## src/rtl/dconv_config.svh

```systemverilog
`ifndef DCONV_CONFIG_SVH
`define DCONV_CONFIG_SVH

// Signed pixel and weight width
`define DATA_WIDTH 16

// Frame size in pixels
`define IMAGE_WIDTH 8
`define IMAGE_HEIGHT 8

// Dilation between neighbouring taps
// Works with 1, 2 or 3 on an 8x8 frame
`define RATE 2

// Signed accumulator width
`define ACC_WIDTH 40

// APB byte address width
`define APB_ADDR_WIDTH 8

`endif

```

## src/rtl/dconv_pkg.sv

```systemverilog
`default_nettype none
`include "dconv_config.svh"

package dconv_pkg;

  ////////////////////////////////////////
  // Streaming beats
  ////////////////////////////////////////

  // One pixel per beat in raster order
  typedef struct packed {
    logic                          valid;
    logic                          sof;
    logic signed [`DATA_WIDTH-1:0] data;
  } pxl_beat_t;

  // Nine taps, index 0 is top-left, row-major
  typedef struct packed {
    logic                         valid;
    logic [8:0][`DATA_WIDTH-1:0]  taps;
  } window_beat_t;

  typedef struct packed {
    logic                         valid;
    logic signed [`ACC_WIDTH-1:0] acc;
  } acc_beat_t;

  ////////////////////////////////////////
  // APB
  ////////////////////////////////////////

  typedef struct packed {
    logic                       psel;
    logic                       penable;
    logic                       pwrite;
    logic [`APB_ADDR_WIDTH-1:0] paddr;
    logic [31:0]                pwdata;
  } apb_req_t;

  typedef struct packed {
    logic        pready;
    logic        pslverr;
    logic [31:0] prdata;
  } apb_rsp_t;

  // Register file contents seen by the datapath
  typedef struct packed {
    logic [8:0][`DATA_WIDTH-1:0]   weights;
    logic signed [`DATA_WIDTH-1:0] bias;
    logic [4:0]                    shift;
    logic                          enable;
    logic                          relu;
  } conv_cfg_t;

  // Word index, i.e. paddr[7:2]
  typedef enum logic [`APB_ADDR_WIDTH-3:0] {
    REG_W0        = 0,
    REG_W1        = 1,
    REG_W2        = 2,
    REG_W3        = 3,
    REG_W4        = 4,
    REG_W5        = 5,
    REG_W6        = 6,
    REG_W7        = 7,
    REG_W8        = 8,
    REG_BIAS      = 9,
    REG_SHIFT     = 10,
    REG_CTRL      = 11,
    REG_OUT_COUNT = 12
  } dconv_reg_e;

endpackage

`default_nettype wire

```

## src/rtl/dconv_reg_decode.sv

```systemverilog
`timescale 1ns/1ps
`default_nettype none
`include "dconv_config.svh"

module dconv_reg_decode (
  input  logic                 clk,
  input  logic                 reset,
  input  dconv_pkg::apb_req_t  apb_req,
  output dconv_pkg::apb_rsp_t  apb_rsp,
  input  logic [15:0]          out_count,
  output dconv_pkg::conv_cfg_t cfg
);

  localparam int DW = `DATA_WIDTH;
  localparam int AW = `APB_ADDR_WIDTH;

  logic                  access;
  logic                  aligned;
  logic                  mapped;
  logic                  ro_write;
  logic                  bad;
  logic [AW-3:0]         word;
  logic [31:0]           rd_data;
  dconv_pkg::dconv_reg_e reg_sel;
  dconv_pkg::conv_cfg_t  cfg_q;

  // Access phase of a transfer
  assign access  = apb_req.psel & apb_req.penable;
  assign word    = apb_req.paddr[AW-1:2];
  assign aligned = (apb_req.paddr[1:0] == 2'b00);
  assign reg_sel = dconv_pkg::dconv_reg_e'(word);

  ////////////////////////////////////////
  // Address decode and read mux
  ////////////////////////////////////////

  always_comb begin
    rd_data = '0;
    mapped  = aligned;
    case (reg_sel)
      dconv_pkg::REG_W0, dconv_pkg::REG_W1, dconv_pkg::REG_W2,
      dconv_pkg::REG_W3, dconv_pkg::REG_W4, dconv_pkg::REG_W5,
      dconv_pkg::REG_W6, dconv_pkg::REG_W7, dconv_pkg::REG_W8: begin
        rd_data = {{(32-DW){cfg_q.weights[word[3:0]][DW-1]}}, cfg_q.weights[word[3:0]]};
      end
      dconv_pkg::REG_BIAS: begin
        rd_data = {{(32-DW){cfg_q.bias[DW-1]}}, cfg_q.bias};
      end
      dconv_pkg::REG_SHIFT: rd_data = {27'd0, cfg_q.shift};
      dconv_pkg::REG_CTRL: rd_data = {30'd0, cfg_q.relu, cfg_q.enable};
      dconv_pkg::REG_OUT_COUNT: rd_data = {16'd0, out_count};
      default: mapped = 1'b0;
    endcase
  end

  // Output count is read-only
  assign ro_write = apb_req.pwrite & (reg_sel == dconv_pkg::REG_OUT_COUNT);
  assign bad      = ~mapped | ro_write;

  // No wait states
  assign apb_rsp.pready  = access;
  assign apb_rsp.pslverr = access & bad;
  assign apb_rsp.prdata  = (access & ~bad & ~apb_req.pwrite) ? rd_data : 32'd0;

  ////////////////////////////////////////
  // Register writes
  ////////////////////////////////////////

  always_ff @(posedge clk) begin
    if (reset) begin
      cfg_q <= '0;
    end else if (access & apb_req.pwrite & ~bad) begin
      case (reg_sel)
        dconv_pkg::REG_BIAS: cfg_q.bias <= apb_req.pwdata[DW-1:0];
        dconv_pkg::REG_SHIFT: cfg_q.shift <= apb_req.pwdata[4:0];
        dconv_pkg::REG_CTRL: begin
          cfg_q.enable <= apb_req.pwdata[0];
          cfg_q.relu   <= apb_req.pwdata[1];
        end
        // Anything else that passed decode is a weight
        default: cfg_q.weights[word[3:0]] <= apb_req.pwdata[DW-1:0];
      endcase
    end
  end

  assign cfg = cfg_q;

endmodule

`default_nettype wire

```

## config.mk

```make
export PLATFORM = sky130hd
export DESIGN_NAME = dconv_reg_decode
export DESIGN_NICKNAME = d
export VERILOG_FILES = /design/src/rtl/dconv_pkg.sv /design/src/rtl/dconv_reg_decode.sv
export VERILOG_INCLUDE_DIRS = /design/src /design/src/rtl
export SDC_FILE = /design/constraint.sdc
export NUM_CORES = 1
export LEC_CHECK = 0
export BUFFER_PORTS_ARGS = -buffer_cell sky130_fd_sc_hd__buf_2
export CAP_MARGIN = 10
export CORE_MARGIN = 8
export CORE_UTILIZATION = 39
export CTS_BUF_LIST = sky130_fd_sc_hd__clkbuf_16
export DETAILED_ROUTE_END_ITERATION = 6
export GPL_ROUTABILITY_DRIVEN = 0
export SYNTH_ARGS = -nofsm -noshare
export SYNTH_HDL_FRONTEND = slang
export SYNTH_SLANG_ARGS = --single-unit
```

## constraint.sdc

```tcl
create_clock -name clk -period 6.66 [get_ports clk]
set_input_delay 0.666 -clock clk [delete_from_list [all_inputs] [get_ports clk]]
set_output_delay 0.666 -clock clk [all_outputs]
set_load 0.01 [all_outputs]
```

* After elaboration in Yosys (flattened, before gate mapping)
Index checks and enable logic that the tools add are counted.
** Word-level totals
- Input port bits :: 61
- Flip-flop bits (word level) :: 167
- Memories kept :: 0
- Logic and storage cells :: 57
- Latch bits :: 0
- Bits in writable memories :: 0
- ROM bits :: 0
- Output and inout bits :: 201
** Cells by class
- Bitwise gates (word level) :: 12
- Shift operators :: 0
- Multiplexer cells :: 8
- $add $sub $neg :: 0
- Reduce and logical (&&, ||, !) cells :: 10
- $lt $le $gt $ge :: 2
- Divide/modulo/power cells :: 0
- $mul :: 0
- Equality and inequality tests :: 12
** Operator list (count)
- 32-bit one-hot mux with 5 select lines :: 1
- 144-bit bitwise mux :: 1
- 16-bit binary-select mux with 4-bit select :: 1
- 16-bit demux with 4-bit select :: 1
- 16-bit two-way mux :: 2
- 32-bit two-way mux :: 1
- 6-bit by 4-bit equality test with 1-bit output, second input constant :: 5
- 6-bit by 3-bit equality test with 1-bit output, second input constant :: 4
- 13-bit OR reduction :: 1
- 6-bit by 2-bit equality test with 1-bit output, second input constant :: 2
- 9-bit OR reduction :: 1
- 2-bit AND reduction :: 4
- 1-bit AND :: 7
- 6-bit by 1-bit equality test with 1-bit output, second input constant :: 1
- 6-bit zero test :: 1
- 4-bit by 5-bit less-than comparator with 1-bit output, second input constant :: 1
- 4-bit by 1-bit greater-or-equal comparator with 1-bit output, second input constant :: 1
- 1-bit NOT :: 4
- 3-bit OR reduction :: 1
- 2-bit zero test :: 1
- 1-bit logical AND :: 1
- 1-bit two-way mux :: 1
- 1-bit OR :: 1

* Longest topological paths before layout
- Word-level depth :: 9
- Gate-level depth with buffers :: 8
- Depth with buffers taken out :: 4

* Least setup slack after synthesis
OpenSTA, ideal clock, no wires.
- Path type :: input port to output port
- From :: in apb_req[37] (netlist name)
- To :: out apb_rsp[17] (netlist name)
- Stages on the path :: 7
- Slack :: 3.041 ns
- Data arrival time :: 2.953 ns
- Buffers on the path :: 3
- Data required time :: 5.994 ns
- Cell sequence :: clkbuf_1 nor4b_2 and2_1 clkbuf_1 nand2_1 a21oi_1 buf_4
** RTL lines
- start: declaration :: line dconv_reg_decode.sv:8 : input dconv_pkg::apb_req_t apb_req,
- end: declaration :: line dconv_reg_decode.sv:9 : output dconv_pkg::apb_rsp_t apb_rsp,

==> key figures <==
STA
  • # setup viols final: 0
  • Worst Skew: 0 ns
  • Fin. max-slew vios: 0
  • Slew headroom: 25.0%
  • Fin Setup TNS: 0 ns
  • RSZ-0062 raised after global routing: false
  • Fin. Hold Viols: 0
  • Final min period: 4.21 ns
  • Post-route setup slack: 2.45 ns
  • Fmax: 238 MHz
  • Tcrit/Tclk final: 63.2%
  • Worst slew pin tran: 1.13 ns

Critical path
  • Worst path slowest cell: nor4b_2
  • Kind of critical path: input pin to primary output
  • WP data required: 5.99 ns
  • Worst EP arrival: 3.54 ns
  • R2R setup slack: 5.91 ns
  • Crit-path cells: buf_2, nor4b_2, and2_1, buf_4, nand2_1, a21oi_1, buf_2
  • Crit start category: input pin
  • Crit Path Max Fanout: 37
  • Slowest Stage Delay on Critical Path: 0.72 ns
  • Most repeated library cell on the critical path: buf_2
  • Crit path capture type: primary output

Cells and area
  • FF/Latch Area: 3340 um^2
  • Layout cell share with drive strength beyond 1: 33.3%
  • Max FFs per register: 167
  • N_diodes: 0
  • # nets final: 1,063
  • Area delta synth->final: 23.6%
  • Multi-input gate area: 4080 um^2
  • # fillers: 1,992

Yosys
  • Distinct cells, synth: 41
  • Ys Warns: 0
  • Share of the synthesized area in the top cell type: 42.3%
  • Asr flop ratio synth: 0%
  • Synth top cells by count: dfxtp_1 (167), mux2i_1 (164), nor2_1 (148)
  • Register area share after synthesis: 42.3%
  • Post-Syn Area: 7910 um^2
  • Cell with the most instances after synthesis: dfxtp_1
  • Synth top area cells: dfxtp_1 (42%), mux2i_1 (21%), nor2_1 (7.0%), mux4_2 (6.0%), a21oi_1 (2.3%)
  • Post-synth net total: 876
  • Number of synthesized flops with an enable pin: 0
  • Synth Instances: 815
  • Cell taking the most area after synthesis: dfxtp_1
  • Syn avg cell area: 9.71 um^2
  • Ys flop type: dfxtp_1
  • Yosys reg bits: 167

Drt
  • Antenna viol nets, final: 0
  • Drt first pass iters: 5
  • Routed wire length: 28,000 um
  • DR iter-0 viols: 414
  • Average wire per standard cell: 21.8 um
  • Routed vias: 6,925
  • DRC viols: 0
  • Vias per std cell: 5.39

Global routing
  • Vias in the first global route: 6,948
  • Gr usage total: 22.2%
  • Antenna violations before repair: 0
  • First-pass GRT wire length: 41,900 um
  • Remaining Overflow, GRT: 0
  • Pin count of the biggest net entering global routing: 102

Clock network
  • Cts bufs inserted: 17
  • CTS root buf: clkbuf_16
  • # Post-CTS Setup Buffers: 0
  • CTS Sinks: 167
  • TritonCTS clock tree: done
  • Clock-pin slew on the worst setup and hold paths: 0.06 ns
  • Clock latency on the worst-skew pair: 0.42 ns
  • CTS resizes: 0
  • H-tree Lvls: 4
  • Hold buffer count at cts: 0
  • CTS Buffer Depth: 2

Power and ir drop
  • P per Cell Area: 221 nW/um^2
  • Net Sw Frac: 24.6%
  • Lkg Pwr: 4.56 nW
  • Clock Power Share: 48.5%
  • Combinational group share of total power: 5.4%
  • Highest ir drop seen on vdd: 0.000168 V
  • Switching power: 0.533 mW
  • Pint: 1.63 mW
  • Sequential power share: 46.1%

Status
  • Status: completed

Placed design
  • DP Worst Slack: 2.43 ns
  • Detailed placement HPWL: 19,700 um
  • PortBufs: 245

Flow run
  • Maxcap violations: 0

Die
  • Num ports: 262
  • Row count: 52
  • Core region area: 20,000 um^2
  • Die H: 158 um
  • Die width: 158 um
  • Initial Util: 39.5%
  • Die area: 25,100 um^2

Worst hold path
  • Worst min-delay path category: flop to flop
power groups by stage:
stage / logic, mW / registers, mW / clock network [mW]
detailed placement: 0.117 / 1.02 / 0
global placement: 0.117 / 1.02 / 0
global route: 0.125 / 0.998 / 1.11
finish: 0.117 / 0.998 / 1.05
CTS: 0.118 / 0.998 / 1.07
floorplan: 0.0737 / 1.02 / 0
stage by stage:
step	power, mW	std cells	hold WS [ns]	utilization, %	instance area [um^2]
after floorplan	1.10	815	0.507	-	7910
after global placement	1.14	1253	0.476	45.7	9160
after detailed placement	1.14	1253	0.484	45.7	9160
after CTS	2.19	1285	0.493	48.8	9770
after global routing	2.24	1285	0.526	48.8	9770
final	2.16	1285	0.493	48.8	9770
path summary, 6_finish.rpt:
check,to,startpoint,depth (start not counted)
setup / recovery,apb_rsp[29],apb_req[37],7
hold / removal,cfg[8],cfg[8],2
setup reg to reg,cfg[21],cfg[21],2
hold reg to reg,cfg[8],cfg[8],2
cell type report:
cell class                 instances  share of cell area [%]
tap                              270                    3.46
sequential                       167                    34.2
inverter                          11                   0.422
timing repair buffer             262                    13.9
clock inverter                    15                    1.97
multi-input combinational        543                    41.7
clock buffer                      17                    4.35
cells in the final DEF, fill, tap and decap left out, types with 2 or more instances in the layout:
cell type	Yosys	routed
nor2b_1	11	11
nand2b_1	3	3
o21ai_0	34	34
nand3_1	25	25
inv_6	0	3
nand4_1	4	4
a222oi_1	10	10
nor4_4	4	4
nand2_1	10	10
a21oi_1	36	36
a32oi_1	2	2
nor3_1	8	8
o211ai_1	9	9
a22oi_1	8	8
or3_1	2	2
nor4_2	1	2
inv_1	11	11
nor2_1	148	148
mux2_2	7	7
or3b_2	5	5
clkinv_4	0	3
or2_2	3	3
o22ai_1	5	5
and2_1	2	2
dfxtp_1	167	167
mux2i_1	164	164
clkbuf_16	0	17
buf_4	18	18
mux4_2	21	21
a211oi_1	7	7
a31oi_1	3	3
inv_8	0	3
buf_2	24	244
and3_1	3	3
bufinv_16	0	3
critical path, delay by kind of cell:
family / cells / cell delay, ns
buffers and inverters: 3 / 1.16
and+or+nand+nor: 3 / 1.06
AOI/OAI and AO/OA: 1 / 0.64
cells by family (layout without fill, tap and decap cells):
family	after synthesis	count (layout)	synth area share (%)
AOI/OAI and AO/OA	117	117	9.24
and+or+nand+nor	234	234	14.2
DFF	167	167	42.3
muxes	192	192	27.7
buffers and inverters	105	305	6.60
metal layers:
layer | track usage, % | wire (um)
met1 | 26.3 | 11500
met2 | 38.2 | 13700
met3 | 6.22 | 2300
met4 | 6.74 | 459
met5 | 0 | 0
Power figures use the tool's default switching activity.
