### src/rtl/dconv_config.svh
`ifndef DCONV_CONFIG_SVH
`define DCONV_CONFIG_SVH

// Signed pixel and weight width
`define DATA_WIDTH 16

// Frame size in pixels
`define IMAGE_WIDTH 8
`define IMAGE_HEIGHT 8

// Dilation between neighbouring taps
// Works with 1, 2 or 3 on an 8x8 frame
`define RATE 2

// Signed accumulator width
`define ACC_WIDTH 40

// APB byte address width
`define APB_ADDR_WIDTH 8

`endif

### src/rtl/dconv_pkg.sv
`default_nettype none
`include "dconv_config.svh"

package dconv_pkg;

  ////////////////////////////////////////
  // Streaming beats
  ////////////////////////////////////////

  // One pixel per beat in raster order
  typedef struct packed {
    logic                          valid;
    logic                          sof;
    logic signed [`DATA_WIDTH-1:0] data;
  } pxl_beat_t;

  // Nine taps, index 0 is top-left, row-major
  typedef struct packed {
    logic                         valid;
    logic [8:0][`DATA_WIDTH-1:0]  taps;
  } window_beat_t;

  typedef struct packed {
    logic                         valid;
    logic signed [`ACC_WIDTH-1:0] acc;
  } acc_beat_t;

  ////////////////////////////////////////
  // APB
  ////////////////////////////////////////

  typedef struct packed {
    logic                       psel;
    logic                       penable;
    logic                       pwrite;
    logic [`APB_ADDR_WIDTH-1:0] paddr;
    logic [31:0]                pwdata;
  } apb_req_t;

  typedef struct packed {
    logic        pready;
    logic        pslverr;
    logic [31:0] prdata;
  } apb_rsp_t;

  // Register file contents seen by the datapath
  typedef struct packed {
    logic [8:0][`DATA_WIDTH-1:0]   weights;
    logic signed [`DATA_WIDTH-1:0] bias;
    logic [4:0]                    shift;
    logic                          enable;
    logic                          relu;
  } conv_cfg_t;

  // Word index, i.e. paddr[7:2]
  typedef enum logic [`APB_ADDR_WIDTH-3:0] {
    REG_W0        = 0,
    REG_W1        = 1,
    REG_W2        = 2,
    REG_W3        = 3,
    REG_W4        = 4,
    REG_W5        = 5,
    REG_W6        = 6,
    REG_W7        = 7,
    REG_W8        = 8,
    REG_BIAS      = 9,
    REG_SHIFT     = 10,
    REG_CTRL      = 11,
    REG_OUT_COUNT = 12
  } dconv_reg_e;

endpackage

`default_nettype wire

### src/rtl/dconv_window_gather.sv
`timescale 1ns/1ps
`default_nettype none
`include "dconv_config.svh"

module dconv_window_gather (
  input  logic                    clk,
  input  logic                    reset,
  input  dconv_pkg::pxl_beat_t    pxl_in,
  input  logic                    enable,
  output dconv_pkg::window_beat_t window
);

  localparam int DW    = `DATA_WIDTH;
  localparam int W     = `IMAGE_WIDTH;
  localparam int H     = `IMAGE_HEIGHT;
  localparam int R     = `RATE;
  localparam int SPAN  = 2 * R;
  localparam int COL_W = $clog2(W);
  localparam int ROW_W = $clog2(H + 1);

  logic                    accept;
  logic [COL_W-1:0]        col_cnt;
  logic [ROW_W-1:0]        row_cnt;
  logic [COL_W-1:0]        cur_col;
  logic [ROW_W-1:0]        cur_row;
  logic                    win_valid;
  logic [DW-1:0]           line_buf [SPAN][W];
  logic [DW-1:0]           row_sr [3][SPAN];
  logic [DW-1:0]           row_px [3];
  logic [8:0][DW-1:0]      taps_next;
  logic [8:0][DW-1:0]      taps_q;
  logic                    valid_q;

  assign accept = pxl_in.valid & enable;

  // sof puts this pixel at (0,0)
  assign cur_col = pxl_in.sof ? '0 : col_cnt;
  assign cur_row = pxl_in.sof ? '0 : row_cnt;

  ////////////////////////////////////////
  // Raster position
  ////////////////////////////////////////

  always_ff @(posedge clk) begin
    if (reset) begin
      col_cnt <= '0;
      row_cnt <= '0;
    end else if (accept) begin
      if (cur_col == COL_W'(W - 1)) begin
        col_cnt <= '0;
        // Parks at H if a frame runs long without sof
        row_cnt <= (cur_row == ROW_W'(H)) ? cur_row : cur_row + 1'b1;
      end else begin
        col_cnt <= cur_col + 1'b1;
        row_cnt <= cur_row;
      end
    end
  end

  ////////////////////////////////////////
  // Line buffers and row shifters
  ////////////////////////////////////////

  // Buffer k holds row r-1-k at the current column
  assign row_px[2] = pxl_in.data;
  assign row_px[1] = line_buf[R-1][cur_col];
  assign row_px[0] = line_buf[SPAN-1][cur_col];

  always_ff @(posedge clk) begin
    if (accept) begin
      line_buf[0][cur_col] <= pxl_in.data;
      for (int k = 1; k < SPAN; k++) begin
        line_buf[k][cur_col] <= line_buf[k-1][cur_col];
      end
      // Slot s holds column c-1-s of each tap row
      for (int ky = 0; ky < 3; ky++) begin
        row_sr[ky][0] <= row_px[ky];
        for (int s = 1; s < SPAN; s++) begin
          row_sr[ky][s] <= row_sr[ky][s-1];
        end
      end
    end
  end

  always_comb begin
    for (int ky = 0; ky < 3; ky++) begin
      taps_next[3*ky]     = row_sr[ky][SPAN-1];
      taps_next[3*ky + 1] = row_sr[ky][R-1];
      taps_next[3*ky + 2] = row_px[ky];
    end
  end

  // Bottom-right tap of a full dilated window
  assign win_valid = accept & (cur_row >= SPAN) & (cur_row < H) & (cur_col >= SPAN);

  always_ff @(posedge clk) begin
    if (reset) begin
      valid_q <= 1'b0;
    end else begin
      valid_q <= win_valid;
    end
  end

  always_ff @(posedge clk) begin
    if (win_valid) begin
      taps_q <= taps_next;
    end
  end

  assign window = '{valid: valid_q, taps: taps_q};

endmodule

`default_nettype wire

### config.mk
export PLATFORM = sky130hd
export DESIGN_NAME = dconv_window_gather
export DESIGN_NICKNAME = d
export VERILOG_FILES = /design/src/rtl/dconv_pkg.sv /design/src/rtl/dconv_window_gather.sv
export VERILOG_INCLUDE_DIRS = /design/src /design/src/rtl
export SDC_FILE = /design/constraint.sdc
export NUM_CORES = 1
export LEC_CHECK = 0
export BUFFER_PORTS_ARGS = -buffer_cell sky130_fd_sc_hd__buf_4
export CAP_MARGIN = 5
export CELL_PAD_IN_SITES_DETAIL_PLACEMENT = 1
export CELL_PAD_IN_SITES_GLOBAL_PLACEMENT = 1
export CORE_ASPECT_RATIO = 2
export CORE_MARGIN = 3
export CORE_UTILIZATION = 50
export DETAILED_ROUTE_END_ITERATION = 10
export PLACE_DENSITY_LB_ADDON = 0.1
export SLEW_MARGIN = 20
export SYNTH_ARGS = -nofsm -noshare
export SYNTH_HDL_FRONTEND = slang
export SYNTH_SLANG_ARGS = --single-unit
### constraint.sdc
create_clock -name clk -period 32.4 [get_ports clk]
set_input_delay 3.24 -clock clk [delete_from_list [all_inputs] [get_ports clk]]
set_output_delay 3.24 -clock clk [all_outputs]
set_load 0.005 [all_outputs]
Word level (Yosys, flattened, before mapping)
Memories as Yosys holds them, arrays and structs flattened.
Index checks and enable logic that the tools add are counted.
{"block": "word_totals", "in_bits": 21, "elab_cells": 51, "ramBits": 704, "ff_bits": 152, "memories": 2, "output_inout_bits": 145}
{"block": "op_classes", "addsub": 2, "bitwise_logic": 5, "reduce_logical": 1, "eq_ne": 2, "order_cmp": 5, "mux": 22}
{"name": "line_buf", "depth": 4, "word_bits": 128, "read_ports": 4, "rd_ports_with_merged_regs": 0, "wr": 4, "line": "dconv_window_gather.sv:27", "text": "logic [DW-1:0] line_buf [SPAN][W];"}
{"name": "row_sr", "depth": 3, "word_bits": 64, "read_ports": 3, "rd_ports_with_merged_regs": 0, "wr": 3, "line": "dconv_window_gather.sv:28", "text": "logic [DW-1:0] row_sr [3][SPAN];"}
{"cell": "$bmux W16 S3", "count": 4}
{"cell": "$mux W16", "count": 9}
{"cell": "$mux W128", "count": 1}
{"cell": "$demux W16 S3", "count": 1}
{"cell": "$mux W4", "count": 3}
{"cell": "$mux W3", "count": 2}
{"cell": "$add A4 B1 Y4 const B", "count": 1}
{"cell": "$and A1 B1 Y1", "count": 4}
{"cell": "$eq A4 B4 Y1 const B", "count": 1}
{"cell": "$ge A4 B3 Y1 const B", "count": 1}
{"cell": "$ge A4 B4 Y1 const B", "count": 1}
{"cell": "$lt A4 B1 Y1 const B", "count": 1}
{"cell": "$lt A4 B4 Y1 const B", "count": 1}
{"cell": "$not A3 Y4", "count": 1}
{"cell": "$add A3 B1 Y3 const B", "count": 1}
{"cell": "$eq A3 B3 Y1 const B", "count": 1}
{"cell": "$ge A3 B3 Y1 const B", "count": 1}
{"cell": "$mux W1", "count": 2}
{"cell": "$logic_and A1 B1 Y1", "count": 1}

Longest topological paths before layout
Gate-level depths: netlist of the first run.
{"block": "depth", "depth_word": 7, "depth_mapped": 9, "ltp_nobuf": 7}

Worst setup path before layout of the first run
No wires, ideal clock.
{"block": "synth_path", "kind": "input to register", "from": "input port pxl_in[17] in the netlist's numbering", "to": "register taps_q, in the netlist window[0], read port of row_sr (enable)", "arrival_time_ns": 13.891, "cell_stages": 4, "setup_time_ns": 0.649, "path_buffers": 0, "required_time_ns": 31.751, "slack_ns": 17.860, "path_cell_list": "nand2_1 > inv_1 > nand2_1 > nor2_1"}
{"block": "synth_between", "elab_chain_cells": 4}
{"item": "from (decl)", "line": "dconv_window_gather.sv:8", "text": "input dconv_pkg::pxl_beat_t pxl_in,"}
{"item": "$and A1 B1 Y1", "line": "dconv_window_gather.sv:34", "text": "assign accept = pxl_in.valid & enable;"}
{"item": "named net accept", "line": "dconv_window_gather.sv:21", "text": "logic accept;"}
{"item": "$and A1 B1 Y1 (3 in a row)", "line": "dconv_window_gather.sv:94", "text": "assign win_valid = accept & (cur_row >= SPAN) & (cur_row < H) & (cur_col >= SPAN);"}
{"item": "named net win_valid", "line": "dconv_window_gather.sv:26", "text": "logic win_valid;"}
{"item": "to (decl)", "line": "dconv_window_gather.sv:31", "text": "logic [8:0][DW-1:0] taps_q;"}
The timed path passes the listed nets, and every way through them passes these cells.
A chain may end at the register's enable or synchronous reset.

Final worst setup path of the first run
{"block": "layout_path", "from": "input port pxl_in[17] in the netlist's numbering", "to": "register taps_q, in the netlist window[128] (enable)"}
The elaborated chain is that of the path after synthesis.

==> results of run 1 <==
[cell families (layout without fill, tap and decap cells)]
kind of cell | Yosys count | in the layout | synth area share (%)
buffers and inverters | 82 | 331 | 1.476
other | 0 | 1 | 0
adders and majority gates | 3 | 3 | 0.1233
muxes | 191 | 191 | 6.323
DFF | 856 | 856 | 84.19
AOI/OAI and AO/OA | 268 | 268 | 6.339
and+or+nand+nor | 105 | 105 | 1.546
[layer usage]
metal  vias up  GRT usage (%)
li1       6454              -
met1      7651          24.46
met2       362          37.48
met3        94          3.150
met4         0          7.269
met5         -              0
[cell type report]
cell class / instances / area share (%)
sequential: 856 / 73.54
multi-input combinational: 567 / 12.69
clock buffer: 86 / 5.590
timing repair buffer: 195 / 4.201
tap: 774 / 2.779
clock inverter: 45 / 1.117
inverter: 5 / 0.07899
antenna: 1 / 0.007181
[synthesized netlist by cell type, drive strengths merged (7+ instances only)]
| library cell | instances |
|---|---|
| nor2 | 7 |
| nor3 | 7 |
| a22o | 63 |
| o22ai | 63 |
| nand2 | 72 |
| clkbuf | 33 |
| a211o | 63 |
| mux2i | 190 |
| o21ai | 65 |
| dfxtp | 8 |
| edfxtp | 848 |
| buf | 44 |
[critical path: cells and delay by family]
| kind | cells | cell delay, ps |
|---|---|---|
| buffers and inverters | 4 | 2120 |
| AND/OR/NAND/NOR | 3 | 1460 |
[worst max path at each step]
| stage | end | cells past startpoint | startpoint |
|---|---|---|---|
| global placement | window[115] | 7 | pxl_in[17] |
| CTS | window[99] | 7 | pxl_in[17] |
| global route | window[30] | 7 | pxl_in[17] |
| floorplan | window[0] | 4 | pxl_in[17] |
| detailed placement | window[114] | 7 | pxl_in[17] |
| finish | window[128] | 7 | pxl_in[17] |
[sequential cells by signal, summed over array words and instances (netlist names)]
| name | flops |
|---|---|
| row_cnt | 4 |
| col_cnt | 3 |
| line_buf | 512 |
| window | 144 |
| valid_q | 1 |
| row_sr | 192 |
[through the flow]
stage / power, W / cell area, um^2 / setup WS [ps] / utilization (%)
after floorplan: 0.001325 / 30440 / 17860 / -
after global placement: 0.001349 / 32510 / 25080 / 54.12
after detailed placement: 0.001354 / 32510 / 24920 / 54.12
after CTS: 0.002211 / 34850 / 25590 / 58.02
after global routing: 0.002262 / 34850 / 25270 / 58.02
final: 0.002188 / 34850 / 25630 / 58.02
[cell usage in the layout (no fill, tap or decap), types with 3 or more instances in the layout]
cell        instances
or3b_2              3
clkinv_4            3
nand2_1            72
clkinv_2           11
clkbuf_8            3
nand2b_1            4
dfxtp_1             7
mux2i_1           190
a21oi_1             4
nor2_4              4
a211o_1            63
a22o_1             63
buf_4             195
clkinvlp_4          4
bufinv_16           6
edfxtp_1          848
clkinv_1           18
nand3b_1            4
o22ai_1            63
o21ai_0            65
inv_6               4
nor3_2              6
nand3_1             3
ha_1                3
clkbuf_16          75
nor2_1              3
clkbuf_1            8
[report_power, final]
part           leakage (nW)  switching (W)  internal (W)  total (W)
Combinational          2.62      0.0000536     0.0000256  0.0000792
Clock                  1.14       0.000380      0.000480   0.000859
Sequential             7.76     0.00000702       0.00124    0.00125
Total                  11.5       0.000440       0.00175    0.00219
==> results by group, run 1 <==
Route
  – Met3 wire length: 2.708 mm
  – Length of routed met2 wiring: 35.01 mm
  – Drt pass-1 iters: 5
  – Residual DRC: 0
  – Initial DRC count: 987
  – Antenna viol nets, final: 0
  – Via Count: 14560
  – Routed wire length: 65.18 mm
  – Vias per cell: 5.758
  – WL/cell: 25.77 um
  – Top Metal Used: met4
  – Met1 wire length: 25.43 mm

Floorplan
  – Core ar.: 60070 um^2
  – Starting Density: 50.67%
  – Num ports: 166
  – Num rows: 127
  – Chip height: 354.9 um
  – Die ar.: 64050 um^2
  – Die W: 180.5 um

Clock network
  – CTS tree: built
  – Post-CTS sizing: 0
  – CTS Hold Bufs: 0
  – Clk buf depth: 3
  – CTS H-tree lvls: 3
  – Clock Latency Late Sink: 610 ps
  – Number of setup buffers added after CTS: 0
  – Clock buffer count from CTS: 72
  – Root Buffer: clkbuf_16
  – Clock Sinks: 856
  – Reg clk slew, reported paths: 60 ps

Critical path
  – Slowest CP cell: nor2_4
  – Reg-to-reg startpoint: col_cnt[2]
  – Critical path capture point type: flip-flop
  – Crit path cell chain: buf_4 -> nand2_1 -> inv_8 -> nand2_1 -> nor2_4 -> buf_4 -> buf_4
  – Crit path max fanout: 70
  – Endpoint of the most critical register-to-register path: window[128]
  – CP Data Required Time: 32620 ps
  – Critical Path AT: 7000 ps
  – Most common cell on crit path: buf_4
  – R2r setup slk: 28560 ps
  – Slowest stage delay, CP: 790 ps
  – Crit path kind: in2reg
  – Crit path launch type: input pin
  – Worst R2R Path Depth: 5

Timing
  – Worst slew pin tran: 1002 ps
  – RSZ-0062 raised after global routing: no
  – Peak Freq: 147.7 MHz
  – # setup viols final: 0
  – Pins Over Slew Limit: 0
  – Clk_skew: 20.04 ps
  – Fin crit period: 6771 ps
  – Setup TNS: 0 ps
  – Final Hold Viols: 0
  – Worst Hold Slack: 416.4 ps
  – Relative slew slack: 33.18%
  – Final period utilization: 20.90%

GRT
  – First-pass GRT wire length: 99.06 mm
  – Largest net degree at the start of global routing: 71
  – Total grt overflow: 0
  – Vias in the first global route: 15890
  – All-layer global routing usage: 20.43%
  – Initial antenna violation count: 1

Finish
  – Fillers: 5195
  – Fraction of layout cells with a size suffix above 1: 18.19%
  – Nets@finish: 1721
  – Storage cell area: 25630 um^2
  – Footprint of the multi-input gates: 4422 um^2
  – Non-Filler Instances: 2529
  – Layout overhead on the synthesized area: 14.50%

Place
  – Post-DP HPWL: 34.87 mm
  – Gpl congestion: 0.7486
  – Placed instance count: 2397
  – Port Buf Inserts: 165

Synthesis
  – Netlist cell types: 37
  – Seq/Total Area, Yosys: 84.19%
  – Flops & latches, synth: 856
  – Cell taking the most area after synthesis: edfxtp_1
  – Post-synth top area share: 83.67%
  – Post-synth EDFFs: 848
  – Syn Nets: 1529
  – Yosys warns: 0
  – Asr flop ratio synth: 0%
  – Synth area leaders: edfxtp_1, mux2i_1, a211o_1
  – Mapped cell area: 30440 um^2
  – Synth Area per Inst: 20.22 um^2
  – Post-Synthesis Cells: 1505
  – Ys flop type: edfxtp_1

Flow run
  – Maxcap violations: 0

Pwr
  – PwrDens: 62.78 nW/um^2
  – P_leak: 11.51 nW
  – Max VDD drop: 0.05597 mV

Status
  – Run status: finished clean

Hold path
  – Hold path startpoint: row_sr[1][57]
  – Hold Path Sink: row_sr[1][41]
  – Hold Path Depth: 0
  – Hold Path Class: reg2reg
Power figures use the tool's default switching activity.
==> inputs of run 2 (changes only) <==
ABC_AREA = 1   (was unset)
clock period = 7 ns   (was 32.4 ns; I/O delays follow)
==> run 2 against run 1 <==
  * Hold slack lost 100 ps
  * First-iteration DRC count rose by 13%
  * Synthesized cell count is 23% higher
  * Critical endpoint is now row_sr[1][51]
  * Largest cell class unchanged
  * Largest power group unchanged
==> results by group, run 2 <==
Finish
  – Final core utilization: 58.23% (+0.21 points)
  – Nets@finish: 2059 (+20%)
  – Fraction of layout cells with a size suffix above 1: 15.00% (-3.2 points)
  – Footprint of the multi-input gates: 3775 um^2 (-15%)
  – Number of flip-flops under the largest register name: 512 (unchanged)
  – Fillers: 5485 (+5.6%)
  – Largest register by flop count: line_buf
  – N_diodes: 0 (-1)
  – Commonest non-fill, non-tap cells in the layout: edfxtp_1, nand2_1, inv_1
  – Layout overhead on the synthesized area: 14.83%
  – Most common cell after layout, fill and taps aside: edfxtp_1
  – Storage cell area: 25620 um^2 (about the same)

Pwr
  – Clock Power Share: 39.8% (+0.5 points)
  – Max VDD drop: 0.2264 mV (+300%)
  – P_leak: 12.44 nW (+8.1%)
  – Int Pwr: 0.008184 W (+370%)
  – Switching power: 0.002068 W (+370%)
  – PwrDens: 293.1 nW/um^2 (+370%)
  – Reg power frac: 56.7% (-0.4 points)
  – Switching Share: 20.17% (+0.047 points)
  – Comb power frac: 3.5% (about the same)

Synthesis
  – Post-Synthesis Cells: 1851 (+23%)
  – Yosys warns: 0 (unchanged)
  – Asr flop ratio synth: 0% (unchanged)
  – Synth top cells by count: edfxtp_1, nand2_1, inv_1
  – Synth Area per Inst: 16.46 um^2 (-19%)
  – Cell taking the most area after synthesis: edfxtp_1
  – Most numerous cell in the Yosys netlist: edfxtp_1
  – Mapped cell area: 30460 um^2 (about the same)
  – Post-synth top area share: 83.60% (about the same)
  – Netlist cell types: 23 (-38%)
  – Seq/Total Area, Yosys: 84.12% (about the same)
  – Post-synth EDFFs: 848 (unchanged)
  – Ys flop type: edfxtp_1
  – Flops & latches, synth: 856 (unchanged)
  – Synth area leaders: edfxtp_1, o211ai_1, nand2_1
  – Syn Nets: 1875 (+23%)

Route
  – Initial DRC count: 1112 (+13%)
  – Vias per cell: 5.453 (-5.3%)
  – Via Count: 15640 (+7.4%)
  – Drt pass-1 iters: 5 (unchanged)
  – Residual DRC: 0 (unchanged)
  – Antenna viol nets, final: 0 (unchanged)
  – Routed wire length: 66.75 mm (+2.4%)
  – WL/cell: 23.27 um (-9.7%)

Critical path
  – Slowest stage delay, CP: 710 ps (-80 ps)
  – Slowest CP cell: nand4_1
  – R2r setup slk: 3210 ps (-25350 ps)
  – Worst R2R Path Depth: 7 (+2)
  – Crit path kind: reg2reg
  – Critical path capture point type: flip-flop
  – Crit path cell chain: nand2_8 -> inv_2 -> buf_4 -> nor2_1 -> nor2_1 -> o21ai_1 -> nand4_1
  – Reg-to-reg startpoint: col_cnt[0]
  – Critical Path AT: 3850 ps (-3150 ps)
  – Endpoint of the most critical register-to-register path: row_sr[1][51]
  – Crit path max fanout: 170 (+140%)
  – Crit path launch type: flip-flop
  – CP Data Required Time: 7060 ps (-25560 ps)
  – Most common cell on crit path: nor2_1

Place
  – Post-DP HPWL: 37.96 mm (+8.9%)
  – Gpl congestion: 0.7554 (+0.91%)
  – Port Buf Inserts: 165 (unchanged)

Floorplan
  – Core ar.: 60070 um^2 (unchanged)
  – Num rows: 127 (unchanged)
  – Num ports: 166 (unchanged)
  – Die W: 180.5 um (about the same)
  – Starting Density: 50.71% (about the same)
  – Die ar.: 64100 um^2 (about the same)
  – Chip height: 355.1 um (about the same)

Clock network
  – Clk buf depth: 3 (unchanged)
  – Post-CTS sizing: 0 (unchanged)
  – Clock Latency Late Sink: 610 ps (about the same)
  – CTS Hold Bufs: 0 (unchanged)
  – Clock buffer count from CTS: 73 (+1.4%)
  – CTS tree: built
  – Number of setup buffers added after CTS: 0 (unchanged)
  – Clock Sinks: 856 (unchanged)
  – Reg clk slew, reported paths: 60 ps (about the same)
  – Root Buffer: clkbuf_16
  – CTS H-tree lvls: 3 (unchanged)

Flow run
  – Maxcap violations: 0 (unchanged)

GRT
  – Total grt overflow: 0 (unchanged)
  – Initial antenna violation count: 0 (-1)
  – All-layer global routing usage: 20.94% (+0.50 points)
  – Vias in the first global route: 17180 (+8.1%)
  – Largest net degree at the start of global routing: 171 (+140%)
  – First-pass GRT wire length: 101.9 mm (+2.8%)

Timing
  – # setup viols final: 0 (unchanged)
  – Worst slew pin tran: 1104 ps (+102.2 ps)
  – Final Hold Viols: 0 (unchanged)
  – Clk_skew: 13.07 ps (-6.963 ps)
  – Final period utilization: 54.21%
  – RSZ-0062 raised after global routing: no
  – Relative slew slack: 26.37% (-6.8 points)
  – Pins Over Slew Limit: 0 (unchanged)
  – Fin crit period: 3795 ps
  – Setup TNS: 0 ps (unchanged)
  – Peak Freq: 263.5 MHz

Hold path
  – Hold Path Class: in2reg
  – Hold Path Sink: col_cnt[0]
  – Hold path startpoint: reset
  – Hold Path Depth: 2 (+2)

Status
  – Run status: finished clean
-- run 2: changes by cell type after synthesis, moves of 28 or more --
cell	previous run	this run
o22ai_1	63	0
a211o_1	63	0
o211ai_1	0	190
o21ai_1	0	28
mux2i_1	190	0
a22o_1	63	0
nor2_1	7	148
inv_1	4	201
nand4_1	0	63
nand2_1	72	211
-- run 2: power groups by stage --
stage               Clock (W)  Sequential [W]  Combinational (W)
global route          0.00438         0.00582           0.000398
detailed placement          0         0.00593           0.000366
finish                0.00408         0.00582           0.000358
CTS                   0.00418         0.00582           0.000368
floorplan                   0         0.00592           0.000202
global placement            0         0.00592           0.000349
-- run 2: worst max-delay path by stage --
stage	from	slack (ps)	endpoint
floorplan	pxl_in[17]	560	line_buf[0][16]
global placement	pxl_in[16]	2890	row_sr[1][51]
detailed placement	pxl_in[16]	2780	row_sr[1][51]
CTS	col_cnt[0]	3240	window[88]
global route	col_cnt[0]	2910	window[88]
finish	col_cnt[0]	3210	row_sr[1][51]
-- run 2: final cells by class --
cell class / count / area share, %
multi-input cells: 707 / 10.79
repair buffers: 192 / 4.121
inverters: 205 / 2.211
clock buffers: 98 / 5.763
clock inverters: 36 / 1.084
flip-flops and latches: 856 / 73.26
well taps: 774 / 2.769
-- run 2: cell families (layout without fill, tap and decap cells) --
logic type / after synthesis / in the layout / synth area share [%]
simple gates: 435 / 435 / 6.005
buf+inv: 288 / 531 / 3.763
flops: 856 / 856 / 84.12
fa+ha+maj: 3 / 3 / 0.1232
compound gates: 269 / 269 / 5.985
-- run 2: metal layers --
layer | wire length (um) | global-route usage [%] | vias to the layer above
li1 | - | - | 7192
met1 | 25470 | 23.96 | 7970
met2 | 36120 | 38.84 | 355
met3 | 2449 | 3.170 | 123
met4 | 2715 | 8.960 | 0
met5 | 0 | 0 | -
-- run 2: critical path: cells and delay by family, from the launching register on --
family	cells	cell delay, ps
compound gates	1	110
flops	1	390
simple gates	4	1510
buf+inv	2	1040
-- run 2: stage by stage --
stage	hold slack, ps	total power (W)	cells	setup slack, ps	area, um^2
final	316.0	0.01025	2868	3205	34980
after global routing	303.2	0.01060	2868	2912	34980
after CTS	277.4	0.01037	2868	3236	34980
after detailed placement	405.2	0.006295	2734	2780	32580
after global placement	401.0	0.006273	2734	2891	32580
after floorplan	400.3	0.006122	1851	560.1	30480
==> inputs of run 3 (changes only) <==
CORE_UTILIZATION = 47   (was 50)
clock period = 3.2 ns   (was 7 ns; I/O delays follow)
==> run 3 against run 2 <==
  * Non-clock buffer count is 56 higher
  * Setup slack worse by 2600 ps
  * Global-route usage shrank 0.97 points
  * Clock power up 120%
  * Combinational power is 130% higher
  * Largest cell class unchanged
  * Largest power group unchanged
  * Fmax is 47% higher
  * Cell count is 2.8% higher
  * Cell area up 2.3%
==> results by group, run 3 (synthesis results as in run 2) <==
Pwr
  – Max VDD drop: 0.3908 mV (+73%)
  – PwrDens: 627.1 nW/um^2 (+110%)
  – P_leak: 12.77 nW (+2.6%)

GRT
  – All-layer global routing usage: 19.96% (-0.97 points)
  – Initial antenna violation count: 0 (unchanged)
  – Vias in the first global route: 17210 (+0.21%)
  – First-pass GRT wire length: 102.3 mm (+0.45%)
  – Largest net degree at the start of global routing: 120 (-30%)
  – Total grt overflow: 0 (unchanged)

Route
  – Antenna viol nets, final: 0 (unchanged)
  – Drt pass-1 iters: 4 (-1)
  – Routed wire length: 66.87 mm (+0.18%)
  – Via Count: 15880 (+1.5%)
  – WL/cell: 22.68 um (-2.5%)
  – Initial DRC count: 1062 (-4.5%)
  – Residual DRC: 0 (unchanged)
  – Top Metal Used: met4
  – Length of routed met2 wiring: 37.69 mm (+4.4%)
  – Vias per cell: 5.387 (-1.2%)
  – Met3 wire length: 1.876 mm (-23%)
  – Met1 wire length: 25.44 mm (-0.12%)

Floorplan
  – Num ports: 166 (unchanged)
  – Starting Density: 47.65% (-3.1 points)
  – Die ar.: 68090 um^2 (+6.2%)
  – Die W: 186.0 um (+3.0%)
  – Core ar.: 63920 um^2 (+6.4%)
  – Num rows: 131 (+3.1%)
  – Chip height: 366.0 um (+3.1%)

Place
  – Gpl congestion: 0.7788 (+3.1%)
  – Post-DP HPWL: 40.24 mm (+6.0%)
  – Port Buf Inserts: 165 (unchanged)
  – Placed inst area: 33240 um^2 (+2.0%)
  – Setup WS pre-CTS: 462.8 ps (-2317 ps)

Timing
  – Pins Over Slew Limit: 0 (unchanged)
  – Final Worst Setup Slack: 618.3 ps (-2587 ps)
  – Final Hold Viols: 0 (unchanged)
  – Final period utilization: 80.68% (+26 points)
  – RSZ-0062 raised after global routing: no
  – # setup viols final: 0 (unchanged)
  – Worst slew pin tran: 821.6 ps (-282.9 ps)
  – Clk_skew: 20.36 ps (+7.283 ps)
  – Relative slew slack: 45.06% (+19 points)
  – Fin crit period: 2582 ps (-1213 ps)
  – Setup TNS: 0 ps (unchanged)
  – Peak Freq: 387.3 MHz (+47%)

Finish
  – Post-route cell area: 35770 um^2 (+2.3%)
  – Fraction of layout cells with a size suffix above 1: 16.85% (+1.8 points)
  – Nets@finish: 2115 (+2.7%)
  – Layout overhead on the synthesized area: 17.42%
  – Largest register by flop count: line_buf
  – Most common cell after layout, fill and taps aside: edfxtp_1
  – Number of flip-flops under the largest register name: 512 (unchanged)
  – Commonest non-fill, non-tap cells in the layout: edfxtp_1, nand2_1, buf_4

Critical path
  – Crit path max fanout: 94 (-45%)
  – Critical Path AT: 2670 ps (-1180 ps)
  – Crit path launch type: flip-flop
  – Reg-to-reg startpoint: col_cnt[0]
  – CP Data Required Time: 3290 ps (-3770 ps)
  – Crit path kind: reg2reg
  – Critical path capture point type: flip-flop
  – CP Launch Point: col_cnt[0]

Flow run
  – Maxcap violations: 0 (unchanged)

Clock network
  – Reg clk slew, reported paths: 70 ps (about the same)
  – CTS Hold Bufs: 17 (+17)
  – Clk buf depth: 3 (unchanged)
  – Clock Latency Late Sink: 620 ps (about the same)
  – Clock Sinks: 856 (unchanged)
  – CTS H-tree lvls: 3 (unchanged)
  – Root Buffer: clkbuf_16
  – Number of setup buffers added after CTS: 0 (unchanged)
  – Post-CTS sizing: 0 (unchanged)
  – CTS tree: built
  – Clock buffer count from CTS: 73 (unchanged)

Hold path
  – Hold Path Class: in2reg
  – Hold path startpoint: enable

Status
  – Run status: finished clean
## run 3: changes by cell type in the layout (fill, tap and decap cells not counted), moves of 2 or more
cell,change
clkbuf_16,-4
clkbuf_1,-6
dlygate4sd3_1,+17
buf_4,+14
clkinvlp_4,+4
buf_12,+25
inv_6,+5
nand2_1,-2
## run 3: power by group
group	switching, W	total, W	internal, W
combinational	0.000631	0.000834	0.000204
clock	0.00397	0.00888	0.00490
sequential	0.0000593	0.0127	0.0127
total	0.00466	0.0224	0.0178
## run 3: path summary, 6_finish.rpt
check | endpoint | slack [ps] | cells after the start
max | window[80] | 620 | 5
min | col_cnt[1] | 70 | 3
max reg2reg | window[80] | 620 | 5
min reg2reg | row_sr[0][35] | 410 | 0
## run 3: final cells by class
type                            count  area [um^2]
Clock buffer                       87         1879
Clock inverter                     46        474.2
Timing Repair Buffer              248         2217
Sequential cell                   856        25620
Tap cell                          798        998.5
Fill cell                        5858        28160
Multi-Input combinational cell    707         3796
Inverter                          205        773.2
Antenna cell                        1        2.502
## run 3: metrics by stage
stage          instances  utilization, %  hold slack [ps]  total power, W
6_report            2948           55.95            72.79         0.02243
5_1_grt             2947           55.95            68.49         0.02321
3_3_place_gp        2797           52.00            401.6         0.01376
2_1_floorplan       1851               -            389.1         0.01339
3_5_place_dp        2797           52.00            405.2         0.01381
4_1_cts             2947           55.95            33.46         0.02269
## run 3: layer usage
metal / global-route usage [%] / up-vias
li1: - / 7325
met1: 22.69 / 8167
met2: 37.98 / 280
met3: 2.652 / 108
met4: 6.509 / 0
met5: 0 / -
## run 3: worst max-delay path, cell delays in order (launching register included)
cell      delay (ps)
dfxtp_1          370
nand2_8          330
buf_12           370
nand2_1          120
o211ai_1         110
nand4_1          670
